**config.mk**
```make
export PLATFORM = sky130hd
export DESIGN_NAME = spidergon_node
export DESIGN_NICKNAME = d
export VERILOG_FILES = /design/src/common/flit_pkg.sv /design/src/common/spidergon_pkg.sv /design/src/design/vc_fifo.sv /design/src/input_port/input_port.sv /design/src/switch/switch_allocator.sv /design/src/design/output_stage.sv /design/src/design/spidergon_node.sv
export SDC_FILE = /design/constraint.sdc
export NUM_CORES = 1
export LEC_CHECK = 0
export ABC_AREA = 0
export CAP_MARGIN = 20
export CORE_ASPECT_RATIO = 1.2
export CORE_UTILIZATION = 65
export CTS_CLUSTER_SIZE = 20
export DETAILED_ROUTE_END_ITERATION = 10
export DONT_BUFFER_PORTS = 1
export PLACE_DENSITY = 0.81
export SETUP_SLACK_MARGIN = 0.2
export SLEW_MARGIN = 25
export SYNTH_ARGS = -nofsm -noshare
export SYNTH_HDL_FRONTEND = slang
export SYNTH_SLANG_ARGS = --single-unit
```
**constraint.sdc**
```tcl
create_clock -name clk -period 11.5 [get_ports clk]
set_clock_uncertainty 0.2 [all_clocks]
set_input_delay 1.725 -clock clk [delete_from_list [all_inputs] [get_ports clk]]
set_output_delay 1.725 -clock clk [all_outputs]
set_load 0.1 [all_outputs]
```
**src/common/flit_pkg.sv**
```systemverilog
// flit format with a 3-bit node field for networks of at most 8 nodes and a one-bit channel field
package flit_pkg;

	// flit type sits in the top two bits of every flit
	typedef enum logic [1:0] {
		flit_tail   = 2'b00,	// last flit of a packet and releases the channel
		flit_head   = 2'b01,	// opens a multi-flit packet
		flit_body   = 2'b10,
		flit_header = 2'b11	// whole packet in one flit
	} flit_kind_t;

	localparam int flit_vc_width = 1;	// two channels per port
	localparam int flit_payload_width = 16;
	localparam int node_width = 3;
	localparam int head_data_width = flit_payload_width - 2 * node_width;

	// routing fields of a head or header
	typedef struct packed {
		logic [node_width-1:0] dest;	// destination node
		logic [node_width-1:0] src;	// source node
		logic [head_data_width-1:0] data;	// 10 bits of packet data
	} head_fields_t;

	// one payload word seen two ways
	// head and header carry the routing fields and body or tail carry plain data
	typedef union packed {
		head_fields_t head;
		logic [flit_payload_width-1:0] body;
	} flit_payload_u;

	typedef struct packed {
		flit_kind_t kind;
		logic [flit_vc_width-1:0] vc;	// channel index at the sending node
		flit_payload_u payload;
	} flit_t;	// 19 bits in all

	// head and header both start a packet and carry a destination
	function automatic logic is_head(input flit_kind_t kind);
		return (kind == flit_head) || (kind == flit_header);
	endfunction

endpackage

```
**src/common/spidergon_pkg.sv**
```systemverilog
// port and direction codes of a three-port Spidergon node with exactly two channels per port
package spidergon_pkg;
	import flit_pkg::*;

	// output direction of a packet
	// the network values double as port indices
	typedef enum logic [1:0] {
		dir_anticlockwise = 2'd0,
		dir_clockwise     = 2'd1,
		dir_across        = 2'd2,
		dir_stop          = 2'd3	// packet has arrived and leaves on the cpu output
	} dir_t;

	localparam int num_ports = 3;	// anticlockwise, clockwise and across

	typedef flit_t [num_ports-1:0] port_flits_t;	// one flit per network port, 57 bits

	// on/off levels of the two channels of one port
	typedef struct packed {
		logic [1:0] ready;	// channel unreserved and empty so a new head may come
		logic [1:0] full;	// no free entry left in the channel buffer
	} vc_status_t;

endpackage

```
**src/design/vc_fifo.sv**
```systemverilog
// strict FIFO of flits for one virtual channel whose front is read combinationally and depth is >= 1
`timescale 1ns/1ps

module vc_fifo
	import flit_pkg::*;
#(
	parameter int depth = 2
)
(
	input  logic  clk,
	input  logic  reset,
	input  logic  wr,
	input  flit_t wr_flit,
	input  logic  rd,
	output flit_t front,
	output logic  nonempty,
	output logic  full
);
	localparam int ptr_width = (depth > 1) ? $clog2(depth) : 1;
	localparam int cnt_width = $clog2(depth + 1);

	flit_t mem [depth];	// storage only and no reset
	logic [ptr_width-1:0] wr_ptr;
	logic [ptr_width-1:0] rd_ptr;
	logic [cnt_width-1:0] count;

	always_ff @(posedge clk)
	begin
		if (reset)
		begin
			wr_ptr <= '0;
			rd_ptr <= '0;
			count <= '0;
		end
		else
		begin
			if (wr)
				wr_ptr <= (wr_ptr == ptr_width'(depth - 1)) ? '0 : wr_ptr + 1'b1;	// wrap at depth
			if (rd)
				rd_ptr <= (rd_ptr == ptr_width'(depth - 1)) ? '0 : rd_ptr + 1'b1;
			if (wr && !rd)
				count <= count + 1'b1;
			else if (rd && !wr)
				count <= count - 1'b1;
		end
	end

	always_ff @(posedge clk)
	begin
		if (wr)
			mem[wr_ptr] <= wr_flit;
	end

	assign front = mem[rd_ptr];	// visible the cycle after its write
	assign nonempty = (count != '0);
	assign full = (count == cnt_width'(depth));

	// upstream must watch the full level and the allocator the nonempty flag
	a_no_overflow: assert property (@(posedge clk) disable iff (reset) wr |-> !full)
		else $error("vc_fifo write while full");
	a_no_underflow: assert property (@(posedge clk) disable iff (reset) rd |-> nonempty)
		else $error("vc_fifo read while empty");

endmodule

```
**src/input_port/input_port.sv**
```systemverilog
// one input port with vc_count channels that must equal 2**flit_vc_width and match vc_status_t
`timescale 1ns/1ps

module input_port
	import flit_pkg::*;
	import spidergon_pkg::*;
#(
	parameter int vc_count = 2,
	parameter int vc_depth = 2
)
(
	input  logic                  clk,
	input  logic                  reset,
	input  flit_t                 in_flit,
	input  logic                  in_valid,
	input  logic [vc_count-1:0]   deq,	// one-hot read strobe from the allocator
	output flit_t [vc_count-1:0]  fronts,
	output logic [vc_count-1:0]   nonempty,
	output vc_status_t            status
);
	// reservation table, one row per local channel
	logic [vc_count-1:0] reserved;	// held from head write until tail write
	logic [flit_vc_width-1:0] prev_vc [vc_count];	// upstream channel that owns the row

	logic [vc_count-1:0] ready;
	logic [vc_count-1:0] full_vc;
	logic [vc_count-1:0] match;	// reserved rows whose prev_vc equals the incoming field
	logic [vc_count-1:0] head_sel;	// lowest ready channel
	logic [vc_count-1:0] wr_sel;	// one-hot write enable, zero when the flit is dropped

	assign ready = ~reserved & ~nonempty;
	assign head_sel = ready & (~ready + 1'b1);	// isolate lowest set bit

	// head or header takes a fresh channel and body or tail follows its owner
	assign wr_sel = !in_valid ? '0 :
		is_head(in_flit.kind) ? head_sel : (match & ~full_vc);

	for (genvar v = 0; v < vc_count; v++)
	begin : g_vc
		flit_t store_flit;

		assign match[v] = reserved[v] && (prev_vc[v] == in_flit.vc);

		// next node matches on our local channel index
		always_comb
		begin
			store_flit = in_flit;
			store_flit.vc = flit_vc_width'(v);
		end

		vc_fifo #(
			.depth(vc_depth)
		) u_fifo (
			.clk(clk),
			.reset(reset),
			.wr(wr_sel[v]),
			.wr_flit(store_flit),
			.rd(deq[v]),
			.front(fronts[v]),
			.nonempty(nonempty[v]),
			.full(full_vc[v])
		);
	end

	always_ff @(posedge clk)
	begin
		if (reset)
			reserved <= '0;
		else
			for (int v = 0; v < vc_count; v++)
				if (wr_sel[v])
				begin
					if (in_flit.kind == flit_head)
						reserved[v] <= 1'b1;	// header never holds the row past its write
					else if (in_flit.kind == flit_tail)
						reserved[v] <= 1'b0;	// tail is stored then the row frees
				end
	end

	// owner tag only read while the row is reserved
	always_ff @(posedge clk)
	begin
		for (int v = 0; v < vc_count; v++)
			if (wr_sel[v] && is_head(in_flit.kind))
				prev_vc[v] <= in_flit.vc;
	end

	assign status.ready = ready;
	assign status.full = full_vc;

	// upstream broke the on/off rules so the flit is lost
	a_flit_accepted: assert property (@(posedge clk) disable iff (reset) in_valid |-> |wr_sel)
		else $error("input_port dropped flit of kind %0d vc %0d", in_flit.kind, in_flit.vc);
	a_vc_count: assert property (@(posedge clk) vc_count == (1 << flit_vc_width))
		else $error("vc_count %0d does not fit the flit channel field", vc_count);

endmodule

```
**src/switch/switch_allocator.sv**
```systemverilog
// routes by relative distance for at most 8 nodes and holds an output until the packet tail leaves
`timescale 1ns/1ps

module switch_allocator
	import flit_pkg::*;
	import spidergon_pkg::*;
#(
	parameter int num_nodes = 8,
	parameter int node_id = 0,
	parameter int vc_count = 2
)
(
	input  logic                                  clk,
	input  logic                                  reset,
	input  flit_t [num_ports-1:0][vc_count-1:0]   fronts,
	input  logic [num_ports-1:0][vc_count-1:0]    nonempty,
	input  vc_status_t [num_ports-1:0]            nbr_status,
	output logic [num_ports-1:0][vc_count-1:0]    deq,
	output port_flits_t                           sel_flits,
	output logic [num_ports-1:0]                  sel_valid,
	output flit_t                                 sel_cpu_flit,
	output logic                                  sel_cpu_valid
);
	localparam int total = num_ports * vc_count;	// candidates at port*vc_count+vc
	localparam int idx_width = $clog2(total);
	localparam int num_outs = num_ports + 1;	// cpu sits at index dir_stop

	flit_t cand_flit [total];
	logic [total-1:0] cand_live;
	dir_t route_now [total];
	dir_t route_q [total];	// direction of the packet in flight per channel
	logic [num_outs-1:0][total-1:0] req;
	logic [num_outs-1:0][total-1:0] gnt;
	logic [total-1:0] taken;
	logic [num_outs-1:0] can_send;
	logic [num_outs-1:0] locked;	// wormhole lock per output
	logic [idx_width-1:0] lock_idx [num_outs];
	logic [idx_width-1:0] rr_ptr [num_outs];	// first candidate to try when free
	logic [num_outs-1:0] pick_valid;
	logic [idx_width-1:0] pick_idx [num_outs];

	function automatic dir_t route_of(input logic [node_width-1:0] dest);
		int rel;
		rel = (int'(dest) + num_nodes - node_id) % num_nodes;
		if (rel == 0)
			return dir_stop;
		else if (rel <= num_nodes / 4)
			return dir_clockwise;
		else if (rel >= 3 * num_nodes / 4)
			return dir_anticlockwise;
		return dir_across;
	endfunction

	always_comb
	begin
		for (int p = 0; p < num_ports; p++)
			for (int v = 0; v < vc_count; v++)
			begin
				cand_flit[p*vc_count+v] = fronts[p][v];
				cand_live[p*vc_count+v] = nonempty[p][v];
				deq[p][v] = taken[p*vc_count+v];
			end
	end

	// heads route from the destination and later flits reuse the stored route
	always_comb
	begin
		for (int i = 0; i < total; i++)
		begin
			route_now[i] = is_head(cand_flit[i].kind) ?
				route_of(cand_flit[i].payload.head.dest) : route_q[i];
			for (int o = 0; o < num_outs; o++)
				req[o][i] = cand_live[i] && (route_now[i] == dir_t'(o));
		end
	end

	always_comb
	begin
		for (int o = 0; o < num_ports; o++)	// neighbour has a free channel or a reserved one with room
			can_send[o] = (|nbr_status[o].ready) || (|(~nbr_status[o].ready & ~nbr_status[o].full));
		can_send[num_ports] = 1'b1;	// cpu never stalls
	end

	always_comb
	begin
		logic [idx_width-1:0] cand;
		cand = '0;
		for (int o = 0; o < num_outs; o++)
		begin
			pick_valid[o] = 1'b0;
			pick_idx[o] = lock_idx[o];
			if (locked[o])
				pick_valid[o] = req[o][lock_idx[o]] && can_send[o];	// owner only
			else
				for (int k = total - 1; k >= 0; k--)	// lowest offset from rr_ptr wins
				begin
					cand = idx_width'((rr_ptr[o] + k) % total);
					if (req[o][cand] && is_head(cand_flit[cand].kind) && can_send[o])
					begin
						pick_valid[o] = 1'b1;
						pick_idx[o] = cand;
					end
				end
		end
	end

	always_comb
	begin
		taken = '0;
		for (int o = 0; o < num_outs; o++)
		begin
			gnt[o] = '0;
			if (pick_valid[o])
				gnt[o][pick_idx[o]] = 1'b1;
			taken = taken | gnt[o];
		end
	end

	always_ff @(posedge clk)
	begin
		if (reset)
		begin
			locked <= '0;
			for (int o = 0; o < num_outs; o++)
			begin
				lock_idx[o] <= '0;
				rr_ptr[o] <= '0;	// channel 0 of port 0
			end
			for (int i = 0; i < total; i++)
				route_q[i] <= dir_stop;
		end
		else
		begin
			for (int o = 0; o < num_outs; o++)
				if (pick_valid[o])
				begin
					if (cand_flit[pick_idx[o]].kind == flit_head)
					begin
						locked[o] <= 1'b1;
						lock_idx[o] <= pick_idx[o];
					end
					else if (cand_flit[pick_idx[o]].kind == flit_tail)
						locked[o] <= 1'b0;
					if (!locked[o])	// pointer moves past the winner of a free output
						rr_ptr[o] <= (pick_idx[o] == idx_width'(total - 1)) ? '0 : pick_idx[o] + 1'b1;
				end
			for (int i = 0; i < total; i++)
				if (taken[i] && is_head(cand_flit[i].kind))
					route_q[i] <= route_now[i];
		end
	end

	always_comb
	begin
		for (int o = 0; o < num_ports; o++)
		begin
			sel_flits[o] = cand_flit[pick_idx[o]];
			sel_valid[o] = pick_valid[o];
		end
	end

	assign sel_cpu_flit = cand_flit[pick_idx[num_ports]];
	assign sel_cpu_valid = pick_valid[num_ports];

	// a body or tail at a channel front still owns the output its head locked
	for (genvar i = 0; i < total; i++)
	begin : g_owner
		a_body_owns_lock: assert property (@(posedge clk) disable iff (reset)
			(cand_live[i] && (cand_flit[i].kind == flit_body || cand_flit[i].kind == flit_tail))
				|-> (locked[route_q[i]] && (lock_idx[route_q[i]] == idx_width'(i))))
			else $error("channel %0d front is a body or tail without its output lock", i);
	end

endmodule

```
**src/design/output_stage.sv**
```systemverilog
// output registers of the node where flit data is only loaded with a valid and holds otherwise
`timescale 1ns/1ps

module output_stage
	import flit_pkg::*;
	import spidergon_pkg::*;
(
	input  logic                 clk,
	input  logic                 reset,
	input  port_flits_t          sel_flits,
	input  logic [num_ports-1:0] sel_valid,
	input  flit_t                sel_cpu_flit,
	input  logic                 sel_cpu_valid,
	output port_flits_t          out_flits,
	output logic [num_ports-1:0] out_valid,	// one-cycle strobe per network port
	output flit_t                cpu_flit,
	output logic                 cpu_valid
);

	// valid strobes are control state and clear on reset
	always_ff @(posedge clk)
	begin
		if (reset)
		begin
			out_valid <= '0;
			cpu_valid <= 1'b0;
		end
		else
		begin
			out_valid <= sel_valid;
			cpu_valid <= sel_cpu_valid;
		end
	end

	// data lines keep their last value between flits to cut toggling
	always_ff @(posedge clk)
	begin
		for (int o = 0; o < num_ports; o++)
			if (sel_valid[o])
				out_flits[o] <= sel_flits[o];
		if (sel_cpu_valid)
			cpu_flit <= sel_cpu_flit;	// local delivery
	end

endmodule

```
**src/design/spidergon_node.sv**
```systemverilog
// one Spidergon router node with num_nodes <= 8 and vc_count fixed at 2 by the flit format
`timescale 1ns/1ps

module spidergon_node
	import flit_pkg::*;
	import spidergon_pkg::*;
#(
	parameter int num_nodes = 8,
	parameter int node_id = 0,
	parameter int vc_count = 2,
	parameter int vc_depth = 2	// flits per channel buffer
)
(
	input  logic                        clk,
	input  logic                        reset,
	input  port_flits_t                 in_flits,
	input  logic [num_ports-1:0]        in_valid,
	input  vc_status_t [num_ports-1:0]  nbr_status,	// levels of the neighbour on each output
	output vc_status_t [num_ports-1:0]  node_status,	// own levels seen by upstream
	output port_flits_t                 out_flits,
	output logic [num_ports-1:0]        out_valid,
	output flit_t                       cpu_flit,
	output logic                        cpu_valid
);
	flit_t [num_ports-1:0][vc_count-1:0] port_fronts;
	logic [num_ports-1:0][vc_count-1:0] port_nonempty;
	logic [num_ports-1:0][vc_count-1:0] port_deq;
	port_flits_t sel_flits;
	logic [num_ports-1:0] sel_valid;
	flit_t sel_cpu_flit;
	logic sel_cpu_valid;

	// stage 1 buffers per input port
	for (genvar p = 0; p < num_ports; p++)
	begin : g_port
		input_port #(
			.vc_count(vc_count),
			.vc_depth(vc_depth)
		) u_input_port (
			.clk(clk),
			.reset(reset),
			.in_flit(in_flits[p]),
			.in_valid(in_valid[p]),
			.deq(port_deq[p]),
			.fronts(port_fronts[p]),
			.nonempty(port_nonempty[p]),
			.status(node_status[p])
		);
	end

	// stage 2 route and arbitrate
	switch_allocator #(
		.num_nodes(num_nodes),
		.node_id(node_id),
		.vc_count(vc_count)
	) u_switch_allocator (
		.clk(clk),
		.reset(reset),
		.fronts(port_fronts),
		.nonempty(port_nonempty),
		.nbr_status(nbr_status),
		.deq(port_deq),
		.sel_flits(sel_flits),
		.sel_valid(sel_valid),
		.sel_cpu_flit(sel_cpu_flit),
		.sel_cpu_valid(sel_cpu_valid)
	);

	// stage 3 registered outputs
	output_stage u_output_stage (
		.clk(clk),
		.reset(reset),
		.sel_flits(sel_flits),
		.sel_valid(sel_valid),
		.sel_cpu_flit(sel_cpu_flit),
		.sel_cpu_valid(sel_cpu_valid),
		.out_flits(out_flits),
		.out_valid(out_valid),
		.cpu_flit(cpu_flit),
		.cpu_valid(cpu_valid)
	);

endmodule

```
==> results of run 1 <==
==> worst max-delay path: stages, from the launching register on <==
cell and delay [ns]:
dfxtp_1 0.39, buf_4 0.42, mux2i_2 0.77, o21ai_0 0.37, a311oi_4 0.55, a221oi_2 0.20, o32ai_2 0.48, a32oi_2 0.23
o21a_4 0.19, a22oi_4 0.27, nand2_1 0.09, buf_4 0.23, inv_2 0.26, buf_4 0.60, nor2_1 0.14, a211oi_2 0.50
ha_1 0.37, or3_1 0.35, a21oi_1 0.15
==> state kept, by name, indices dropped and copies added (netlist names), named ones only <==
signal and flops:
g_port.u_input_port.g_vc.u_fifo.mem 216, u_output_stage.out_flits 57, u_output_stage.cpu_flit 19, g_port.u_input_port.g_vc.u_fifo.count 12, u_switch_allocator.lock_idx 12, u_switch_allocator.route_q 12, u_switch_allocator.rr_ptr 12, g_port.u_input_port.g_vc.u_fifo.rd_ptr 6
g_port.u_input_port.g_vc.u_fifo.wr_ptr 6, g_port.u_input_port.prev_vc 6, g_port.u_input_port.reserved 6, u_switch_allocator.locked 4, u_output_stage.out_valid 3, u_output_stage.cpu_valid 1
==> final cells by class <==
| class | count | area, um2 | area share [%] |
|---|---|---|---|
| clock inverter | 19 | 155 | 0.602 |
| timing repair buffer | 39 | 293 | 1.14 |
| sequential | 378 | 10900 | 42.3 |
| tap | 474 | 593 | 2.30 |
| multi-input combinational | 1750 | 12600 | 49.0 |
| clock buffer | 43 | 927 | 3.60 |
| inverter | 70 | 265 | 1.03 |
==> worst max-delay path by stage <==
stage,slack (ns),to,depth (start not counted),startpoint
after floorplan,6.12,g_port[0].u_input_port.g_vc[0].u_fifo.count[1],19,u_switch_allocator.rr_ptr[3][0]
after global placement,4.93,g_port[0].u_input_port.g_vc[0].u_fifo.count[1],18,flip-flop
after detailed placement,4.81,g_port[0].u_input_port.g_vc[0].u_fifo.count[1],17,nbr_status[11]
after CTS,4.79,g_port[0].u_input_port.g_vc[0].u_fifo.count[1],18,u_switch_allocator.rr_ptr[2][0]
after global routing,4.23,g_port[2].u_input_port.g_vc[0].u_fifo.count[1],21,u_switch_allocator.rr_ptr[2][0]
final,4.63,g_port[0].u_input_port.g_vc[0].u_fifo.count[1],18,flip-flop
==> kinds of logic after synthesis <==
| kind of cell | count (synthesis) | share of synthesized area [%] |
|---|---|---|
| flops | 378 | 44.8 |
| buf+inv | 213 | 3.76 |
| fa+ha+maj | 56 | 2.88 |
| compound gates | 607 | 18.5 |
| xor+xnor | 50 | 1.80 |
| simple gates | 741 | 15.4 |
| mux | 296 | 12.8 |
==> synthesized netlist by cell type (12+ instances only) <==
cell and n:
a211o_1 12, inv_1 59, a21o_1 18, ha_1 56, nand3_1 56, o21a_1 29, edfxtp_1 334, mux2_2 73
clkbuf_1 85, and3_1 30, or2_2 13, and2_1 27, a221oi_1 26, nor2b_1 43, a31oi_1 21, xor2_1 31
buf_2 28, buf_1 13, buf_4 13, o221ai_1 22, nor2_1 206, a21oi_1 123, a311oi_1 20, dfxtp_1 44
mux2i_1 211, o211ai_1 17, or3_1 18, nand3b_1 13, o22ai_1 41, nor4_1 13, xnor2_1 19, a211oi_1 41
nand2b_1 17, nor3_1 71, nand2_1 159, o21ai_0 78
==> metrics by stage <==
step	cell area [um2]	setup slack (ns)	instances	utilization (%)
floorplan	24300	6.12	2341	-
global placement	24600	4.93	2711	66.8
detailed placement	24700	4.81	2711	66.9
CTS	25800	4.79	2773	69.8
global route	25800	4.23	2773	69.9
finish	25800	4.63	2773	69.9
==> metal layers <==
metal	up-vias	global-route usage, %
met5	-	0
met4	0	35.7
met3	435	9.26
met2	1500	69.0
met1	9781	51.6
li1	8877	-
==> run metrics, run 1 <==
final wirelength=83.8 mm; share of cells above drive strength 1=11.1%; Synth area leaders=edfxtp_1 41%, mux2i_1 8.7%, dfxtp_1 3.6%, mux2_2 3.4%, nor2_1 3.2%; Hold Crit Class=reg2reg; Post-CTS Hold Fix Bufs=0; HPWL after DPL=59.7 mm; Avg Cell Area, Syn=approximately 10 um2; Slew headroom=22.5%; Post-Synthesis Cells=about 2300; CTS tree=done; reg2reg setup slack=between 4 and 5 ns; initial antenna violation count=0; Seq/Total Area, Yosys=44.8%; Core Box Area=36900 um2; Fillers=2638; H-tree levels=2; setup-violating endpoint count in the final report=0; CP Class=reg2reg; DR vias=between 20000 and 25000; clock buffer depth=3; Cell variety after synth=between 100 and 150; vias in the first global route=~20000; die area=between 30000 and 40000 um2; number of synthesized register bits=378; worst reg2reg path depth=18; Setup Fix Bufs, Post-CTS=0; Die Height=214 um; Mapped Nets=roughly 2500; CTS root buf=clkbuf_16; first-pass GRT wire length=between 100 and 150 mm; Synth Flop Type=edfxtp_1; CTS clk-pin slew, worst paths=0.06 ns; setup TNS=0 ns; post-DR vias/cell=7.43; post-route ant nets=0; RSZ-0062 raised after global routing=no; number of flops mapped to enable cells by yosys=~330; CP required=around 12 ns; largest net degree at the start of global routing=73; DR top layer=met4; Yosys top cell area share=41.2%; Tot GR Track Use=a little over two fifths; yosys warns=0; fmax=146 MHz; crit path DAT=7.15 ns; WL per Instance=30.2 um; hold_sp=g_port[0].u_input_port.g_vc[1].u_fifo.count[1]; startpoint types=flip-flop; Setup crit end kind=flip-flop; Worst Hold End=g_port[0].u_input_port.g_vc[1].u_fifo.count[1]; reg2reg end=g_port[0].u_input_port.g_vc[0].u_fifo.count[1]; Worst Hold Depth=2; Post-CTS Resized=0; number of max-cap violations=0; met2 WL post-DR=38.6 mm; most frequent cells in the layout=334 x edfxtp_1, 208 x mux2i_1, 199 x nor2_1; most common cell after layout, fill and taps aside=edfxtp_1; io pins=166; Synth async-reset ratio=0%; cell type with the highest aggregate area in the netlist=edfxtp_1; final hold vios=0; post-route met1 wirelength=28.4 mm; Met3 Routed Length=around 8.4 mm; DR DRC count=0; first-pass detailed-route iteration total=8; nets@finish=around 2400; die extent in x=179 um; Placement Rows=just under 80; outcome=finished, final reports clean; port buffer count=0; Slew @ Worst Pin=1.13 ns; Placer Congestion=between 1 and 1.5; Post-Syn Area=24300 um2; max-slew violations=0; Syn-to-layout area delta=5.92%; clk sink count=about 380; ANT cells=0; later-pin clock latency in the skew report=0.56 ns; GRT overflow=0; crit path max fanout=just over 50; initial detailed-routing violation count=2757; Initial Utilization=between 60% and 70%; CTS buffer count=35; period utilisation layout=approximately three fifths; Min Hold Slack=between 0.3 and 0.4 ns; Tmin final=6.87 ns
Power of run 1 is not shown: default switching activity piles up to over one toggle a cycle in this logic, so the estimate is an artifact.
==> run 2: changes to the inputs <==
==> constraint.sdc (replaced) <==
create_clock -name clk -period 7 [get_ports clk]
set_clock_uncertainty 0.2 [all_clocks]
set_input_delay 1.05 -clock clk [delete_from_list [all_inputs] [get_ports clk]]
set_output_delay 1.05 -clock clk [all_outputs]
set_load 0.1 [all_outputs]
==> run metrics, run 2 (synthesized netlist as in run 1, its figures left out) <==
outcome=finished, final reports clean; cell repeated most along the worst path=a21oi_1; Met3 Routed Length=7.61 mm; most common cell after layout, fill and taps aside=edfxtp_1; CTS root buf=clkbuf_16; die area=38200 um2; CTS tree=done; initial detailed-routing violation count=between 2000 and 3000; first-pass detailed-route iteration total=6; WL per Instance=29.6 um; largest net degree at the start of global routing=64; die extent in x=179 um; CP peak stage delay=0.67 ns; vias in the first global route=19900; GRT overflow=0; DR DRC count=0; Tmin final=6.16 ns; Placer Congestion=about 1; CTS buffer count=36; share of cells above drive strength 1=between 10% and 20%; Slew headroom=25.6%; Initial Utilization=between 60 and 70%; Setup Fix Bufs, Post-CTS=0; met2 WL post-DR=38.9 mm; H-tree levels=2; ANT cells=0; max reg flops=216; most frequent cells in the layout=334 x edfxtp_1, 211 x mux2i_1, 200 x nor2_1; later-pin clock latency in the skew report=0.55 ns; largest register by flop count=g_port.u_input_port.g_vc.u_fifo.mem; cell-by-cell trace of the critical path=inv_1, ha_1, a21oi_1, inv_1, ha_1, and4b_1, a211oi_1, o31ai_1, a21oi_1, a31o_2, nand3_1, a2111oi_2, o21a_1, a21oi_1, a32o_1, nor3_2, ha_1, or3_1, a21oi_1; max-slew violations=0; CTS clk-pin slew, worst paths=approximately 0.070 ns; startpoint types=flip-flop; Hold Crit Class=reg2reg; clock buffer depth=3; Setup crit end kind=flip-flop; reg2reg setup slack=about 0.84 ns; Post-CTS Hold Fix Bufs=0; clk sink count=roughly 380; io pins=166; crit path max fanout=14; final wirelength=~83 mm; setup-violating endpoint count in the final report=0; post-DR vias/cell=7.40; initial antenna violation count=2; fmax=162 MHz; Fillers=approximately 2600; number of max-cap violations=0; DR vias=20700; CP required=7.26 ns; post-route ant nets=0; HPWL after DPL=60.4 mm; DR top layer=met5; Placement Rows=77; CP Class=reg2reg; RSZ-0062 raised after global routing=no; Core Box Area=around 37000 um2; Syn-to-layout area delta=6.88%; Tot GR Track Use=a little over two fifths; setup TNS=0 ns; port buffer count=0; Die Height=214 um; final hold vios=0; Top Registers=g_port.u_input_port.g_vc.u_fifo.mem: 216 flops, u_output_stage.out_flits: 57 flops, u_output_stage.cpu_flit: 19 flops; post-route met1 wirelength=27.6 mm; Post-CTS Resized=0; Crit path buffers/inverters=2; first-pass GRT wire length=between 100 and 150 mm; Slew @ Worst Pin=1.11 ns; crit path DAT=around 6.4 ns; CP top delay family=compound AO/OA/AOI/OAI gates; nets@finish=roughly 2400; period utilisation layout=88.0%; Max stage delay cell, worst path=edfxtp_1
[run 2: changes by cell type in the layout (fill, tap and decap cells not counted), moves of 2 or more]
cell and change:
buf_4 +22, clkinv_1 -4, nor2_2 -2, mux2i_2 -3, clkinv_4 +2, buf_12 +2
mux2i_1 +3
[run 2: layout make-up]
cell class | count | area [um2] | share of cell area (%)
Clock buffer | 42 | 923 | 3.55
Clock inverter | 20 | 193 | 0.741
Inverter | 70 | 265 | 1.02
Multi-Input combinational cell | 1750 | 12600 | 48.5
Sequential cell | 378 | 10900 | 42.0
Tap cell | 474 | 593 | 2.28
Timing Repair Buffer | 63 | 498 | 1.91
[run 2: metal layers]
layer	GRT usage [%]	vias up
li1	-	8941
met1	49.0	9881
met2	69.5	1424
met3	8.65	441
met4	37.5	2
met5	0	-
[run 2: through the flow]
stage | hold slack, ns | cell area, um2 | setup WS [ns] | util, % | instances
2_1_floorplan | 0.262 | 24300 | 1.62 | - | 2341
3_3_place_gp | 0.282 | 24900 | 1.27 | 67.3 | 2735
3_5_place_dp | 0.305 | 24900 | 1.05 | 67.4 | 2735
4_1_cts | 0.312 | 26000 | 1.00 | 70.4 | 2797
5_1_grt | 0.326 | 26000 | 0.606 | 70.5 | 2797
6_report | 0.320 | 26000 | 0.843 | 70.5 | 2797
[run 2: worst min-delay path: stages (launching register included)]
cell	delay, ns
dfxtp_1	0.34
o21ai_0	0.08
a21oi_1	0.06
[run 2: path summary, 6_finish.rpt]
kind                                                  start                                        endpoint  depth (start not counted)
max                         u_switch_allocator.rr_ptr[0][2]  g_port[2].u_input_port.g_vc[0].u_fifo.count[1]                         19
min          g_port[0].u_input_port.g_vc[1].u_fifo.count[1]  g_port[0].u_input_port.g_vc[1].u_fifo.count[1]                          2
max reg2reg                 u_switch_allocator.rr_ptr[0][2]  g_port[2].u_input_port.g_vc[0].u_fifo.count[1]                         19
min reg2reg  g_port[0].u_input_port.g_vc[1].u_fifo.count[1]  g_port[0].u_input_port.g_vc[1].u_fifo.count[1]                          2
Power of run 2 is left out for the same reason.
